**src/common/mesh_pkg.sv**
```systemverilog
// Mesh topology seen from one router
// Square mesh with one local port and four neighbor ports
// Port indices double as bit positions in the one-hot port vector

package mesh_pkg;

  ////////////////////////////////////////////////////////////////////////////
  // Mesh size
  ////////////////////////////////////////////////////////////////////////////

  // Routers along each side of the mesh
  localparam int unsigned mesh_dim = 4;

  // Local port plus four compass directions
  localparam int unsigned num_ports = 5;

  ////////////////////////////////////////////////////////////////////////////
  // Output ports
  ////////////////////////////////////////////////////////////////////////////

  // Index into the one-hot valid vector
  typedef enum logic [2:0] {
    // Packet has arrived at this router
    port_local = 3'd0,
    // Towards increasing Y
    port_north = 3'd1,
    // Towards increasing X
    port_east  = 3'd2,
    // Towards decreasing Y
    port_south = 3'd3,
    // Towards decreasing X
    port_west  = 3'd4
  } port_e;

endpackage

```
**src/common/noc_pkg.sv**
```systemverilog
// Flit format of the router input path
// Only header flits carry destination fields and body flits are opaque
// Coordinates are unsigned mesh indices with the origin at the south-west corner

package noc_pkg;

  ////////////////////////////////////////////////////////////////////////////
  // Flit geometry
  ////////////////////////////////////////////////////////////////////////////

  // Width of every flit on the link
  localparam int unsigned flit_width = 32;

  // Width of one mesh coordinate
  localparam int unsigned coord_width = 2;

  ////////////////////////////////////////////////////////////////////////////
  // Header fields
  ////////////////////////////////////////////////////////////////////////////

  // Destination X sits in bits 31..30 of a header
  localparam int unsigned dest_x_lsb = 30;

  // Destination Y sits in bits 29..28 of a header
  localparam int unsigned dest_y_lsb = 28;

  // Bits 27..0 are free for the packet payload

endpackage
```
**src/common/flit_if.sv**
```systemverilog
// Flit link from the route stage into the lookup slice
// A flit moves when any valid bit and ready are high in the same cycle
// The source holds flit, last and valid stable until then
`timescale 1ns/1ps

interface flit_if
  import noc_pkg::*, mesh_pkg::*;
();

  // Flit payload, header or body
  logic [flit_width-1:0] flit;

  // Marks the final flit of a packet
  logic                  last;

  // One-hot selected output port
  // All zeros means nothing offered
  logic [num_ports-1:0]  valid;

  // Sink can take a flit this cycle
  logic                  ready;

  // Route stage side
  modport src (output flit, output last, output valid, input ready);

  // Lookup slice side
  modport dst (input flit, input last, input valid, output ready);

endinterface

```
**src/rtl/router_lookup.sv**
```systemverilog
// Input-side lookup stage of one mesh router
// router_x and router_y give this router's own mesh position
// One cycle from accepted input flit to out_valid when the output is free
// No crossbar, arbitration or credit flow here
`timescale 1ns/1ps

module router_lookup
  import noc_pkg::*, mesh_pkg::*;
#(
  parameter logic [coord_width-1:0] router_x = '0,
  parameter logic [coord_width-1:0] router_y = '0
) (
  input  logic                  clk,
  input  logic                  rst,

  // Input link
  input  logic [flit_width-1:0] in_flit,
  input  logic                  in_last,
  input  logic                  in_valid,
  output logic                  in_ready,

  // Output link
  // One-hot valid with one ready per port
  output logic [flit_width-1:0] out_flit,
  output logic                  out_last,
  output logic [num_ports-1:0]  out_valid,
  input  logic [num_ports-1:0]  out_ready
);

  ////////////////////////////////////////////////////////////////////////////
  // Route to slice link
  ////////////////////////////////////////////////////////////////////////////

  flit_if route_link ();

  // XY route and per-packet port hold
  route_compute #(
    .router_x (router_x),
    .router_y (router_y)
  ) u_route (
    .clk      (clk),
    .rst      (rst),
    .in_flit  (in_flit),
    .in_last  (in_last),
    .in_valid (in_valid),
    .in_ready (in_ready),
    .down     (route_link.src)
  );

  // Registered outputs with skid entry
  lookup_slice u_slice (
    .clk       (clk),
    .rst       (rst),
    .up        (route_link.dst),
    .out_flit  (out_flit),
    .out_last  (out_last),
    .out_valid (out_valid),
    .out_ready (out_ready)
  );

endmodule

```
**src/rtl/lookup_slice.sv**
```systemverilog
// Two-entry skid buffer that drives the router output registers
// Input ready depends only on a register, so no combinational path from out_ready
// A stalled port blocks this input path until its own ready returns
`timescale 1ns/1ps

module lookup_slice
  import noc_pkg::*, mesh_pkg::*;
(
  input  logic                  clk,
  input  logic                  rst,
  flit_if.dst                   up,
  output logic [flit_width-1:0] out_flit,
  output logic                  out_last,
  output logic [num_ports-1:0]  out_valid,
  input  logic [num_ports-1:0]  out_ready
);

  ////////////////////////////////////////////////////////////////////////////
  // Storage
  ////////////////////////////////////////////////////////////////////////////

  // Second entry, filled only while the output entry is stalled
  logic [flit_width-1:0] skid_flit;
  logic                  skid_last;
  logic [num_ports-1:0]  skid_valid;

  // Skid entry full, input blocked
  // Also steers the next flit into the output entry
  logic                  pressure;

  logic                  out_full;
  logic                  out_xfer;
  logic                  in_offer;

  // Output entry holds a flit
  assign out_full = |out_valid;

  // Held flit leaves only on its own port
  assign out_xfer = |(out_valid & out_ready);

  // Route stage offers a flit
  assign in_offer = |up.valid;

  // Back-pressure reaches the input one cycle after the stall
  assign up.ready = ~pressure;

  ////////////////////////////////////////////////////////////////////////////
  // Entry update
  ////////////////////////////////////////////////////////////////////////////

  always_ff @(posedge clk) begin
    if (rst) begin
      pressure  <= 1'b0;
      out_valid <= '0;
    end else if (!pressure) begin
      if (!out_full || out_xfer) begin
        // Output entry free this cycle
        // An empty offer leaves it empty
        out_flit  <= up.flit;
        out_last  <= up.last;
        out_valid <= up.valid;
      end else if (in_offer) begin
        // Output stalled, park the new flit
        skid_flit  <= up.flit;
        skid_last  <= up.last;
        skid_valid <= up.valid;
        pressure   <= 1'b1;
      end
    end else begin
      // Output entry is always full here
      if (out_xfer) begin
        // Skid flit moves up, input reopens
        out_flit  <= skid_flit;
        out_last  <= skid_last;
        out_valid <= skid_valid;
        pressure  <= 1'b0;
      end
    end
  end

  // Ordering holds since the skid entry is drained
  // before any new input is taken

endmodule

```
**src/rtl/route_compute.sv**
```systemverilog
// XY route stage for one router input
// X is resolved first and then Y, which keeps the mesh free of deadlock
// Assumes well formed packets where a header always follows a last flit
// Purely combinational from input to down, in_ready mirrors down.ready
`timescale 1ns/1ps

module route_compute
  import noc_pkg::*, mesh_pkg::*;
#(
  parameter logic [coord_width-1:0] router_x = '0,
  parameter logic [coord_width-1:0] router_y = '0
) (
  input  logic                  clk,
  input  logic                  rst,
  input  logic [flit_width-1:0] in_flit,
  input  logic                  in_last,
  input  logic                  in_valid,
  output logic                  in_ready,
  flit_if.src                   down
);

  // Header expected or inside a packet
  typedef enum logic {
    state_head,
    state_body
  } route_state_e;

  route_state_e           state;
  // Port latched from the header for the body flits
  port_e                  port_q;
  port_e                  hdr_port;
  port_e                  sel_port;
  logic [coord_width-1:0] dest_x;
  logic [coord_width-1:0] dest_y;
  logic [num_ports-1:0]   port_vec;
  logic                   accept;

  ////////////////////////////////////////////////////////////////////////////
  // Route decision
  ////////////////////////////////////////////////////////////////////////////

  // Destination fields, only meaningful on a header
  assign dest_x = in_flit[dest_x_lsb +: coord_width];
  assign dest_y = in_flit[dest_y_lsb +: coord_width];

  // Dimension order, X first
  always_comb begin
    if (dest_x > router_x) begin
      hdr_port = port_east;
    end else if (dest_x < router_x) begin
      hdr_port = port_west;
    end else if (dest_y > router_y) begin
      hdr_port = port_north;
    end else if (dest_y < router_y) begin
      hdr_port = port_south;
    end else begin
      // Both coordinates match, eject here
      hdr_port = port_local;
    end
  end

  // Header routes afresh, body reuses the latched port
  assign sel_port = (state == state_head) ? hdr_port : port_q;

  // Port index to one-hot
  always_comb begin
    port_vec           = '0;
    port_vec[sel_port] = 1'b1;
  end

  ////////////////////////////////////////////////////////////////////////////
  // Link drive
  ////////////////////////////////////////////////////////////////////////////

  assign down.flit  = in_flit;
  assign down.last  = in_last;
  // Nothing offered without an input flit
  assign down.valid = in_valid ? port_vec : '0;
  assign in_ready   = down.ready;
  assign accept     = in_valid & down.ready;

  // Packet tracking, advances only on an accepted flit
  always_ff @(posedge clk) begin
    if (rst) begin
      state  <= state_head;
      port_q <= port_local;
    end else if (accept) begin
      if (state == state_head) begin
        port_q <= hdr_port;
        // Single flit packets stay in head
        if (!in_last) begin
          state <= state_body;
        end
      end else if (in_last) begin
        state <= state_head;
      end
    end
  end

endmodule

```
**config.mk**
```make
export PLATFORM = sky130hd
export DESIGN_NAME = router_lookup
export DESIGN_NICKNAME = d
export VERILOG_FILES = /design/src/common/mesh_pkg.sv /design/src/common/noc_pkg.sv /design/src/common/flit_if.sv /design/src/rtl/router_lookup.sv /design/src/rtl/lookup_slice.sv /design/src/rtl/route_compute.sv
export SDC_FILE = /design/constraint.sdc
export NUM_CORES = 1
export LEC_CHECK = 0
export BUFFER_PORTS_ARGS = -buffer_cell sky130_fd_sc_hd__buf_4
export CAP_MARGIN = 10
export CORE_MARGIN = 2
export CORE_UTILIZATION = 25
export DETAILED_ROUTE_END_ITERATION = 8
export SLEW_MARGIN = 20
export SYNTH_ARGS = -nofsm -noshare
export SYNTH_HDL_FRONTEND = slang
export SYNTH_SLANG_ARGS = --single-unit
```
**constraint.sdc**
```tcl
create_clock -name clk -period 8.92 [get_ports clk]
set_input_delay 0.446 -clock clk [delete_from_list [all_inputs] [get_ports clk]]
set_output_delay 0.446 -clock clk [all_outputs]
set_load 0.1 [all_outputs]
```
# Yosys cells after proc, flatten, opt, wreduce, memory -nomap -nowiden
# Index checks and enable logic that the tools add are counted.
dict set report totals {
  reg_bits 81
  in_bits 41
  out_inout_bits 39
  elab_cells 53
}
dict set report classes {
  order_cmp 6
  n_eq_ne 1
  n_mux 22
  bitwise_logic 5
  reduce_logical 10
}
# op n
set op_table {}
lappend op_table {{32-bit 2-to-1 mux} 3}
lappend op_table {{5-bit 2-to-1 mux} 4}
lappend op_table {{5-bit OR reduction} 3}
lappend op_table {{3-bit 2-to-1 mux} 4}
lappend op_table {{1-bit 2-to-1 mux} 9}
lappend op_table {{5-bit bitwise AND} 1}
lappend op_table {{2-bit by 1-bit greater-than comparator with 1-bit output, second input constant} 2}
lappend op_table {{2-bit by 1-bit < comparator with 1-bit output, second input constant} 2}
lappend op_table {{3-bit by 4-bit < comparator with 1-bit output, second input constant} 1}
lappend op_table {{4-bit AND reduction} 1}
lappend op_table {{1-bit demux with 3-bit select} 1}
lappend op_table {{3-bit by 1-bit greater-or-equal comparator with 1-bit output, second input constant} 1}
lappend op_table {{1-bit inverter} 3}
lappend op_table {{3-bit AND reduction} 1}
lappend op_table {{2-bit 2-to-1 mux} 1}
lappend op_table {{2-bit != test, second input constant} 1}
lappend op_table {{2-bit AND reduction} 1}
lappend op_table {{2-bit nonzero test} 1}
lappend op_table {{1-bit bitwise AND} 1}
lappend op_table {{1-bit logical AND} 1}
lappend op_table {{1-bit logical NOT} 1}
lappend op_table {{1-bit logical OR} 1}

# Longest topological paths before layout
# Gate-level depths: netlist of run 1.
dict set report logic_depth {
  ltp_word 15
  mapped_depth 6
  mapped_depth_nobuf 4
}

# Hierarchy
# From an unflattened synthesis of run 1, not the netlist that was laid out.
dict set report unflattened {
  cells_unflattened 208
  hier_area_um2 3397.0
}
# module n_inst cells_each area_per_inst_um2 seq_area_each_um2
set by_module_without_submodules {}
lappend by_module_without_submodules {lookup_slice 1 147 2881.5 2252.2}
lappend by_module_without_submodules {route_compute 1 61 515.5 80.1}

# Worst setup path before layout of run 1
# OpenSTA, ideal clock, no wires.
dict set report synth_timing {
  kind {register to register}
  startpoint {register u_slice.out_valid[1]}
  endpoint {register u_slice.skid_flit[0], enable pin}
  setup_time_ns 0.532
  arrival_ns 5.085
  required_time_ns 8.388
  path_slack_ns 3.303
  path_stages_with_launch 4
  path_buffers 0
  period_less_slack_ns 5.617
  cell_sequence {dfxtp_1 > a222oi_1 > nand3_2 > nor4_1}
}
dict set report synth_via {
  elab_chain_cells 5
  elab_cells_between_ends 7
  classes_between {2 x bitwise; 5 x reduce/logical}
}
# item line
set synth_rtl {}
lappend synth_rtl {{start, declared} lookup_slice.sv:14} ;# output logic [num_ports-1:0] out_valid,
lappend synth_rtl {{start signal, assigned} lookup_slice.sv:61} ;# out_valid <= up.valid;
lappend synth_rtl {{start signal, assigned} lookup_slice.sv:75} ;# out_valid <= skid_valid;
lappend synth_rtl {{5-bit bitwise AND or 5-bit OR reduction (tied branches)} {lookup_slice.sv:39, lookup_slice.sv:36}}
lappend synth_rtl {{5-bit OR reduction or 1-bit logical NOT (tied branches)} {lookup_slice.sv:39, lookup_slice.sv:56}}
lappend synth_rtl {{1-bit logical OR (*)} lookup_slice.sv:56} ;# if (!out_full || out_xfer) begin
lappend synth_rtl {{1-bit inverter (no source line) (*)} -}
lappend synth_rtl {{4-bit AND reduction (no source line) (*)} -}
lappend synth_rtl {{end signal, assigned} lookup_slice.sv:64} ;# skid_flit <= up.flit;
lappend synth_rtl {{end, declared} lookup_slice.sv:23} ;# logic [flit_width-1:0] skid_flit;
# Mark *: on every way between the ends. The rest lies on a longest branch, timed or not.
# A chain may end at the register's enable or synchronous reset.

# Final worst setup path of run 1
dict set report layout_timing {
  startpoint {register u_slice.out_valid[1]}
  endpoint {register u_slice.skid_flit[24], enable pin}
}
# Same word-level chain as after synthesis.

==> results of run 1 <==
[Yosys cell counts]
library cell and instances:
edfxtp_1 71, o31a_1 1, o21ai_1 2, or4_4 1, buf_4 1, and2_1 1, and3_1 1, nand3_1 2
nor2_1 5, or3b_1 1, dfxtp_1 10, or4b_4 1, nand2b_1 2, a211oi_1 3, or3_1 1, nand4b_1 1
o21ai_0 3, nor3_4 1, o221ai_2 1, nand2_1 8, mux2_2 33, a222oi_1 1, o22ai_1 2, o32ai_4 1
o221ai_1 1, nand3_2 1, a21oi_1 7, or2b_1 1, nor3_1 2, inv_1 4, clkbuf_1 6, a21oi_2 1
nor4_1 1, buf_2 1, or2_2 1, o211ai_1 2, nand4bb_1 1, o31ai_1 2
[flip-flops by register name, indices dropped and copies added (netlist names)]
signal and cells:
u_slice.out_flit 32, u_slice.skid_flit 32, u_slice.out_valid 5, u_slice.skid_valid 5, u_route.port_q 3, u_route.state 1
u_slice.out_last 1, u_slice.pressure 1, u_slice.skid_last 1
[kinds of logic after synthesis]
| logic type | Yosys count | synth area share (%) |
|---|---|---|
| and+or+nand+nor | 32 | 6.340 |
| DFF | 81 | 73.85 |
| muxes | 33 | 11.77 |
| AOI/OAI and AO/OA | 27 | 6.458 |
| buffers and inverters | 12 | 1.585 |
[through the flow]
stage               setup slack [ns]  area (µm²)
CTS                            5.987        4269
global route                   6.169        4308
finish                         6.373        4308
floorplan                      3.303        3158
global placement               5.863        3958
detailed placement             5.767        3958
[cell usage in the layout (no fill, tap or decap), drive strengths merged, types with 3 or more instances in the layout]
cell	count
buf	81
edfxtp	71
mux2	33
clkbuf	13
dfxtp	10
nand2	8
a21oi	8
nor2	5
inv	5
o21ai	5
a211oi	3
nor3	3
nand3	3
[critical path, stage by stage, from the launching register on]
cell	delay, ns
dfxtp_1	0.34
a222oi_1	0.42
nand3_2	0.26
nor4_4	0.67
buf_4	0.49
[area by class of cell]
type                    count  area, µm²
fillers                  1180       8158
flip-flops and latches     81       2336
multi-input cells          92      802.0
repair buffers             81      628.1
clock buffers              13      292.8
well taps                 172      215.2
clock inverters             3      18.77
inverters                   4      15.01
[final timing paths]
| path | depth (start not counted) | startpoint | endpoint | slack (ns) |
|---|---|---|---|---|
| min reg2reg | 2 | u_slice.out_valid[3] | u_slice.out_valid[3] | 0.50 |
| min | 1 | in_flit[21] | u_slice.skid_flit[21] | 0.30 |
| max reg2reg | 4 | u_slice.out_valid[1] | u_slice.skid_flit[24] | 6.37 |
| max | 4 | u_slice.out_valid[1] | u_slice.skid_flit[24] | 6.37 |
[per-layer routing]
layer  up-vias  wire length [µm]
met1       916              2861
met2        55              3125
li1        896                 -
met3         7               337
met5         -                 0
met4         0               100
==> metrics list, run 1 <==
* Result of the run: complete, no violations
- Count of final max-slew check failures: 0
* Maximum number of pins on one net before global-route repair: 49
- STA classifies the critical path startpoint as a register.
* Data arrival, critical path: 2.53 ns
- The routed layout has ~1900 vias.
* Post-CTS sizing: 0
- Yosys top cell area share: 67.51%
* Via count of the first global-routing pass: about 1900
- The biggest area contributor in the post-synthesis netlist is edfxtp_1.
- YS warnings: 0
- Largest buffer count on any clock path: 2
* Iteration-0 DRC count of the detailed router: roughly 130
* Met2 Resource Use GR: 15.47%
- The worst setup path is captured at a register.
- Postcts setup bufs: 0
- Post-route minimum period: 2.547 ns
- During I/O placement, the number of pins put on the boundary was 80.
- Global-route usage over all layers: 9.724%
- TritonCTS built the clock tree.
* Flops & latches, synth: 81
* Fmax: 392.6 MHz
- Final standard cell utilization of the core: 34.56%
- Measured along the y axis, the die boundary spans around 120 µm.
- The number of antenna diodes in the final layout is 0.
* Area Overhead vs Synth: 36.41%
* Num rows: 41
- Port Buf Inserts: between 70 and 80
- Final routed DRC violation total: 0
- The share of the Yosys chip area taken by registers is 73.85%.
* Max-cap violations: 0
- The cell area that synthesis handed to floorplanning was 3158 µm².
- Synthesis instantiated 38 different standard cells from the library.
- Clock root cell: clkbuf_16
- 1st-pass router iterations: 4
* Biggest fanout along the worst timing path: 28
- After detailed routing, the number of vias per cell comes to 4.202.
- Total wire length after detailed routing: approximately 6400 µm
- Total CTS buffers: 9
* Met1 Usage GRT: between 10 and 15%
- The floorplan step defined a die boundary enclosing 13550 µm².
- Initial core utilization: 25.33%
* Skew-Pair Late Insertion Delay: roughly 0.33 ns
- Number of instances in the synthesized netlist: roughly 190
- In the final design database the tool counted 310 nets.
- Wire length of the first global-routing pass: 9853 µm
- Between clock sinks in the finished design, the worst skew comes to ~0.011 ns.
* Number of hold violations in the final report: 0
* Portion of the clock cycle consumed by the worst path in the final layout: about 29%
- The global routing stage identified its most utilized layer as met2.
- In the final timing run, aggregate negative setup slack is 0 ns.
- After floorplanning, the core was sized to cover 12470 µm².
- At the pin with the least slew margin, the transition time is 0.7172 ns.
- Headroom to the max-slew limit came out at around 52%.
* Main area contributors after synthesis: edfxtp_1 (68%), mux2_2 (12%), dfxtp_1 (6.3%)
* Post-detailed-route wirelength per cell: approximately 14 µm
* Worst-path clk slew: 0.06 ns
- Setup repair after global routing left no endpoint under its margin.
- Initial antenna violation count: 0
- For the worst setup path, the data required time is approximately 9 ns.
- The setup path with the least slack is of type reg -> reg.
- Once detail routing completed, the nets flagged for antenna violations numbered 0.
* Path class of the lowest-slack min-delay path: in -> reg
- Total placed cells including tap cells: 429
- Worst hold slack: 0.2982 ns
* Global route total overflow: 0
- In this run the horizontal extent of the chip is around 120 µm.
- Final setup fails: 0
* Count of hold-fix buffers inserted at cts: 0
* Ratio of cells with drive above 1 in the final layout: roughly half
- The H-tree generated during clock tree synthesis spans 3 levels.
- The finished layout holds between 400 and 500 standard cells, fillers aside.
- Avg Cell Area, Syn: ~17 µm²
* Total clock sinks: 81
- For met3 alone, demand over resource in global routing was just over 3%.
- Routability cong.: 0.7636
- Half-perimeter wire length after placement: 4354 µm
- Synthesis produced a netlist with a net count of 226.
Power of run 1 is not shown: default switching activity piles up to over one toggle a cycle in this logic, so the estimate is an artifact.
==> run 2, diff against run 1 <==
==> constraint.sdc (replaced) <==
create_clock -name clk -period 2.4 [get_ports clk]
set_input_delay 0.12 -clock clk [delete_from_list [all_inputs] [get_ports clk]]
set_output_delay 0.12 -clock clk [all_outputs]
set_load 0.1 [all_outputs]
==> run 2 against run 1 <==
Hold slack got worse by 0.28 ns. Die area is the same. Clock skew down 0.0027 ns. Critical endpoint is now u_slice.out_flit[0].
==> metrics list, run 2 (synthesis gave the netlist of run 1 again) <==
* Result of the run: complete, no violations
- The final clock period utilization by the worst path came to 83.55% (+55 points).
- Worst setup path class: reg -> reg
* Half-perimeter wire length after placement: 4165 µm (-4.3%)
- Number of vias in the routed layout: 1995 (+6.5%)
- The maximum level of the CTS H-tree came to 3 (unchanged).
- CP Capture Type: register
- Global-route usage over all layers: 9.571% (-0.15 points)
* Largest buffer count on any clock path: 2 (unchanged)
- From synthesis to final layout, the design area changed by 46.43%.
* # diodes: 0 (unchanged)
- Number of placed I/O pins: 80 (unchanged)
* Clock tree from TritonCTS: done
* Skew-Pair Late Insertion Delay: 0.33 ns (about the same)
* Clock root cell: clkbuf_16
- The final net count was 342 (+10%).
- The number of global-route vias before repair was 1958 (+4.8%).
- Most common library cell in the layout ignoring fill and taps: buf_4
* Die X: 116.4 µm (unchanged)
* Port Buf Inserts: 79 (unchanged)
* Maximum number of pins on one net before global-route repair: 34 (-31%)
- The final worst setup slack came to 0.3948 ns (-5.978 ns).
- The number of max-capacitance violations reported is 0 (unchanged).
* 1st-pass router iterations: 4 (unchanged)
* Initial antenna violation count: 0 (unchanged)
* Post-detailed-route wirelength per cell: 13.41 µm (-6.9%)
* Cell Area, Placed: 4048 µm² (+2.3%)
- The final hold slack is 0.01922 ns (-0.2790 ns).
- The share of post-route cells with drive strength above 1 was 47.54% (-3.6 points).
- Final setup fails: 0 (unchanged)
- Setup repair after global routing left no endpoint under its margin.
* Path class of the lowest-slack min-delay path: in -> reg
- Post-route minimum period: 2.005 ns (-0.5419 ns)
* Worst clock skew on the final layout: 0.008426 ns (-0.002694 ns)
* Area of all placed cells without fillers: 4624 µm² (+7.3%)
- The final weighted congestion in routability-driven placement is 0.8174 (+7.0%).
- The maximum achievable frequency is 498.7 MHz (+27%).
* Final routed DRC violation total: 0 (unchanged)
* Core area: 12470 µm² (unchanged)
- Biggest fanout along the worst timing path: 33 (+18%)
- Iteration-0 DRC count of the detailed router: 98 (-22%)
- Final standard cell utilization of the core: 37.10% (+2.5 points)
* Total wire length after detailed routing: 6397 µm (-0.44%)
* Num rows: 41 (unchanged)
- Wire length of the first global-routing pass: 9832 µm (-0.21%)
* Endpoint required time on the critical path: 2.42 ns (-6.48 ns)
- In the layout the commonest cells are buf_4 (80), edfxtp_1 (71), mux2_2 (33).
- The number of endpoints with negative hold slack in the final report came to 0 (unchanged).
- The overall die area is 13550 µm² (unchanged).
* Total CTS buffers: 9 (unchanged)
- The clock edge transition at the registers on the reported setup and hold paths was 0.06 ns (about the same).
- The fill cell total of the finished layout was 1189 (+0.76%).
- The largest registers in the layout are u_slice.out_flit x32, u_slice.skid_flit x32.
- The slew of the pin with the lowest slew margin came to 0.5407 ns (-0.1764 ns).
- The number of pins exceeding their max-slew limit in the final report was 0 (unchanged).
* Routed via count divided by cell count: 4.182 (-0.46%)
- The max-slew headroom at the worst pin was 63.95% (+12 points).
* Data arrival, critical path: 2.02 ns (-0.51 ns)
* Initial core utilization: 25.33% (unchanged)
* Type of origin of the critical path: register
* Overall die height: 116.4 µm (unchanged)
- Post-Place Worst Slack: 0.4103 ns (-5.356 ns)
* Antenna-violating nets left: 0 (unchanged)
- The total congestion overflow is 0 (unchanged).
* Total clock sinks: 81 (unchanged)
==> run 2: cell types whose count changed in the layout (fill, tap and decap cells not counted), moves of 2 or more <==
| cell | before | now |
|---|---|---|
| dlygate4sd3_1 | 0 | 30 |
| dfxtp_4 | 1 | 4 |
| dfxtp_1 | 9 | 4 |
| clkbuf_16 | 11 | 9 |
| dfxtp_2 | 0 | 2 |
| clkinv_1 | 0 | 2 |
| buf_12 | 0 | 3 |
==> run 2: per-layer routing <==
| layer | wire length, µm | GRT usage, % | vias to the layer above |
|---|---|---|---|
| li1 | - | - | 960 |
| met1 | 2970 | 12.37 | 971 |
| met2 | 3005 | 14.77 | 54 |
| met3 | 303 | 2.543 | 10 |
| met4 | 117 | 5.000 | 0 |
| met5 | 0 | 0 | - |
==> run 2: final timing paths <==
check	start	endpoint	cells after the start	slack, ns
max	u_slice.out_valid[2]	u_slice.out_flit[0]	4	0.39
min	in_flit[31]	u_slice.skid_flit[31]	1	0.02
max reg2reg	u_slice.out_valid[2]	u_slice.out_flit[0]	4	0.39
min reg2reg	u_slice.out_valid[2]	u_slice.out_valid[2]	2	0.50
==> run 2: final cells by class <==
cell class / count / area (µm²) / area share (%)
flip-flops and latches: 81 / 2350 / 50.81
repair buffers: 113 / 960.9 / 20.78
multi-input cells: 92 / 807.0 / 17.45
clock buffers: 10 / 229.0 / 4.951
well taps: 172 / 215.2 / 4.654
clock inverters: 5 / 47.55 / 1.028
inverters: 4 / 15.01 / 0.3247
==> run 2: timing repair <==
| action | 4_1_cts | 5_1_grt |
|---|---|---|
| setup buffers | 0 | 0 |
| gates resized for setup | 0 | 0 |
| endpoints found under the hold margin | 30 | 0 |
| hold buffers | 30 | 0 |
==> run 2: worst max-delay path, stage by stage, from the launching register on <==
cell,delay (ns)
dfxtp_4,0.35
or4_4,0.56
or3_4,0.37
a21oi_4,0.16
buf_12,0.23
==> run 2: through the flow <==
stage	cells	setup TNS (ns)
floorplan	185	-18.32
global placement	432	0
detailed placement	432	0
CTS	477	0
global route	477	0
finish	477	0
Power of run 2 is left out for the same reason.
==> run 3, diff against run 2 <==
==> constraint.sdc (replaced) <==
create_clock -name clk -period 2.1 [get_ports clk]
set_input_delay 0.105 -clock clk [delete_from_list [all_inputs] [get_ports clk]]
set_output_delay 0.105 -clock clk [all_outputs]
set_load 0.1 [all_outputs]
==> run 3 against run 2 <==
Non-clock buffer count up 2. Via count grew 0.80%. Critical path depth unchanged. Sequential share of layout area shrank 0.082 points. Setup slack got worse by 0.29 ns. Register-to-register slack got worse by 0.29 ns. Count of clock-buffer cells in the layout unchanged. Routed wire length up 0.61%. Cell count rose by 0.63%. Largest cell class unchanged.
==> metrics list, run 3 (synthesis gave the netlist of run 1 again) <==
- The final hold slack came to 0.01105 ns (-0.008168 ns).
* Die area: 13550 µm² (unchanged)
- Data arrival, critical path: 2.03 ns (about the same)
- Unrepaired setup endpoints after global routing: false
- Tightest Pin Transition: 0.5305 ns (-0.01024 ns)
- The number of buffers added on ports was 79 (unchanged).
- Overall die height: 116.4 µm (unchanged)
- The share of post-route cells with drive strength above 1 came to 47.08% (-0.46 points).
- Commonest cells after routing, fill and taps aside: buf_4 (80), edfxtp_1 (71), mux2_2 (33)
- Post-route minimum period: 1.998 ns (-0.007215 ns)
- Biggest fanout along the worst timing path: 19 (-42%)
- Fmax: 500.5 MHz (+0.36%)
* CP Capture Type: register
- The total clock buffers created by CTS is 9 (unchanged).
* Number of placed I/O pins: 80 (unchanged)
* Total wire length after detailed routing: 6436 µm (+0.61%)
- The final setup skew came to 0.007000 ns (-0.001426 ns).
* Number of vias in the routed layout: 2011 (+0.80%)
- Worst setup path class: reg -> reg
- The max-slew headroom at the worst pin is 64.63% (+0.68 points).
- Clock tree from TritonCTS: done
- Routed via count divided by cell count: 4.190 (+0.17%)
- The overall fraction of global-route tracks in use came to 9.929% (+0.36 points).
* Endpoint required time on the critical path: 2.13 ns (-0.29 ns)
- The worst-case clock buffer depth was 2 (unchanged).
- Post-Place Worst Slack: 0.1085 ns (-0.3018 ns)
- Nets@finish: 344 (+0.58%)
- The maximum level of the CTS H-tree is 3 (unchanged).
* Worst-path clk slew: 0.06 ns (about the same)
* Routability cong.: 0.8079 (-1.2%)
- In the final layout, the registers with the most flip-flops are u_slice.out_flit x32, u_slice.skid_flit x32.
- Number of hold violations in the final report: 0 (unchanged)
* Via count of the first global-routing pass: 2022 (+3.3%)
- The number of max-capacitance violations reported came to 0 (unchanged).
- The area of the core region is 12470 µm² (unchanged).
- Maximum number of pins on one net before global-route repair: 39 (+15%)
* Clock root cell: clkbuf_16
- Skew-Pair Late Insertion Delay: 0.33 ns (about the same)
* Most common library cell in the layout ignoring fill and taps: buf_4
- The first-pass iteration count of the detailed router was 4 (unchanged).
- The total half-perimeter wirelength after legalization and detailed placement came to 4217 µm (+1.2%).
* Total placed cells including tap cells: 433 (+0.23%)
- Iteration-0 DRC count of the detailed router: 133 (+36%)
- Final routed DRC violation total: 0 (unchanged)
- The number of pins exceeding their max-slew limit in the final report is 0 (unchanged).
* Wire length of the first global-routing pass: 10250 µm (+4.3%)
- The initial antenna violation count came to 0 (unchanged).
- Layout Cells excl Fill: 480 (+0.63%)
* Antenna-violating nets left: 0 (unchanged)
- The antenna cell count came to 0 (unchanged).
- The count of standard-cell rows was 41 (unchanged).
- The wire length per cell was 13.41 µm (about the same).
* Global route total overflow: 0 (unchanged)
- Area Overhead vs Synth: 46.67%
* Total clock sinks: 81 (unchanged)
- The final clock period utilization by the worst path was 95.14% (+12 points).
* Initial core utilization: 25.33% (unchanged)
- Die X: 116.4 µm (unchanged)
* Path class of the lowest-slack min-delay path: in -> reg
- STA classifies the critical path startpoint as a register.
- The number of gates resized after CTS is 0 (unchanged).
- The flow ran to the end, and the final reports show no timing, DRC or antenna violations.
* Final standard cell utilization of the core: 37.16% (+0.060 points)
- The final setup violation count came to 0 (unchanged).
- The final worst setup slack was 0.1020 ns (-0.2928 ns).
run 3: cell types whose count changed in the layout (fill, tap and decap cells not counted), sizes merged:
cell	delta
clkinv	+2
buf	+1
bufinv	-1
dlygate4sd3	+1
run 3: final timing paths:
kind | start | endpoint | slack (ns) | cells after the start
worst max-delay path | u_slice.out_valid[2] | u_slice.out_flit[8] | 0.10 | 4
worst min-delay path | in_flit[28] | u_slice.skid_flit[28] | 0.01 | 1
worst max register to register | u_slice.out_valid[2] | u_slice.out_flit[8] | 0.10 | 4
worst min register to register | u_slice.out_valid[3] | u_slice.out_valid[3] | 0.49 | 2
run 3: final cells by class:
type                            instances  area [µm²]
Fill cell                            1179        7834
Clock inverter                          6       25.02
Tap cell                              172       215.2
Inverter                                4       15.01
Sequential cell                        81        2350
Clock buffer                           10       229.0
Multi-Input combinational cell         92       807.0
Timing Repair Buffer                  115       991.0
run 3: metal layers:
| metal | wire length [µm] | track usage, % | up-vias |
|---|---|---|---|
| li1 | - | - | 962 |
| met1 | 2971 | 13.38 | 990 |
| met2 | 3000 | 14.77 | 52 |
| met3 | 345 | 2.647 | 7 |
| met4 | 117 | 5.000 | 0 |
| met5 | 0 | 0 | - |
run 3: timing repair:
action                                 in CTS  in global routing
setup buffers                               0                  0
endpoints found under the hold margin      31                  0
hold buffers                               31                  0
run 3: critical path: stages, from the launching register on:
cell	delay (ns)
dfxtp_4	0.35
or4_4	0.56
or3_4	0.37
a21oi_4	0.21
buf_12	0.19
run 3: metrics by stage:
| stage | setup TNS, ns | instance area (µm²) |
|---|---|---|
| detailed placement | 0 | 4068 |
| CTS | 0 | 4632 |
| floorplan | -39.62 | 3206 |
| global route | 0 | 4632 |
| finish | 0 | 4632 |
| global placement | 0 | 4068 |
Power of run 3 is left out for the same reason.
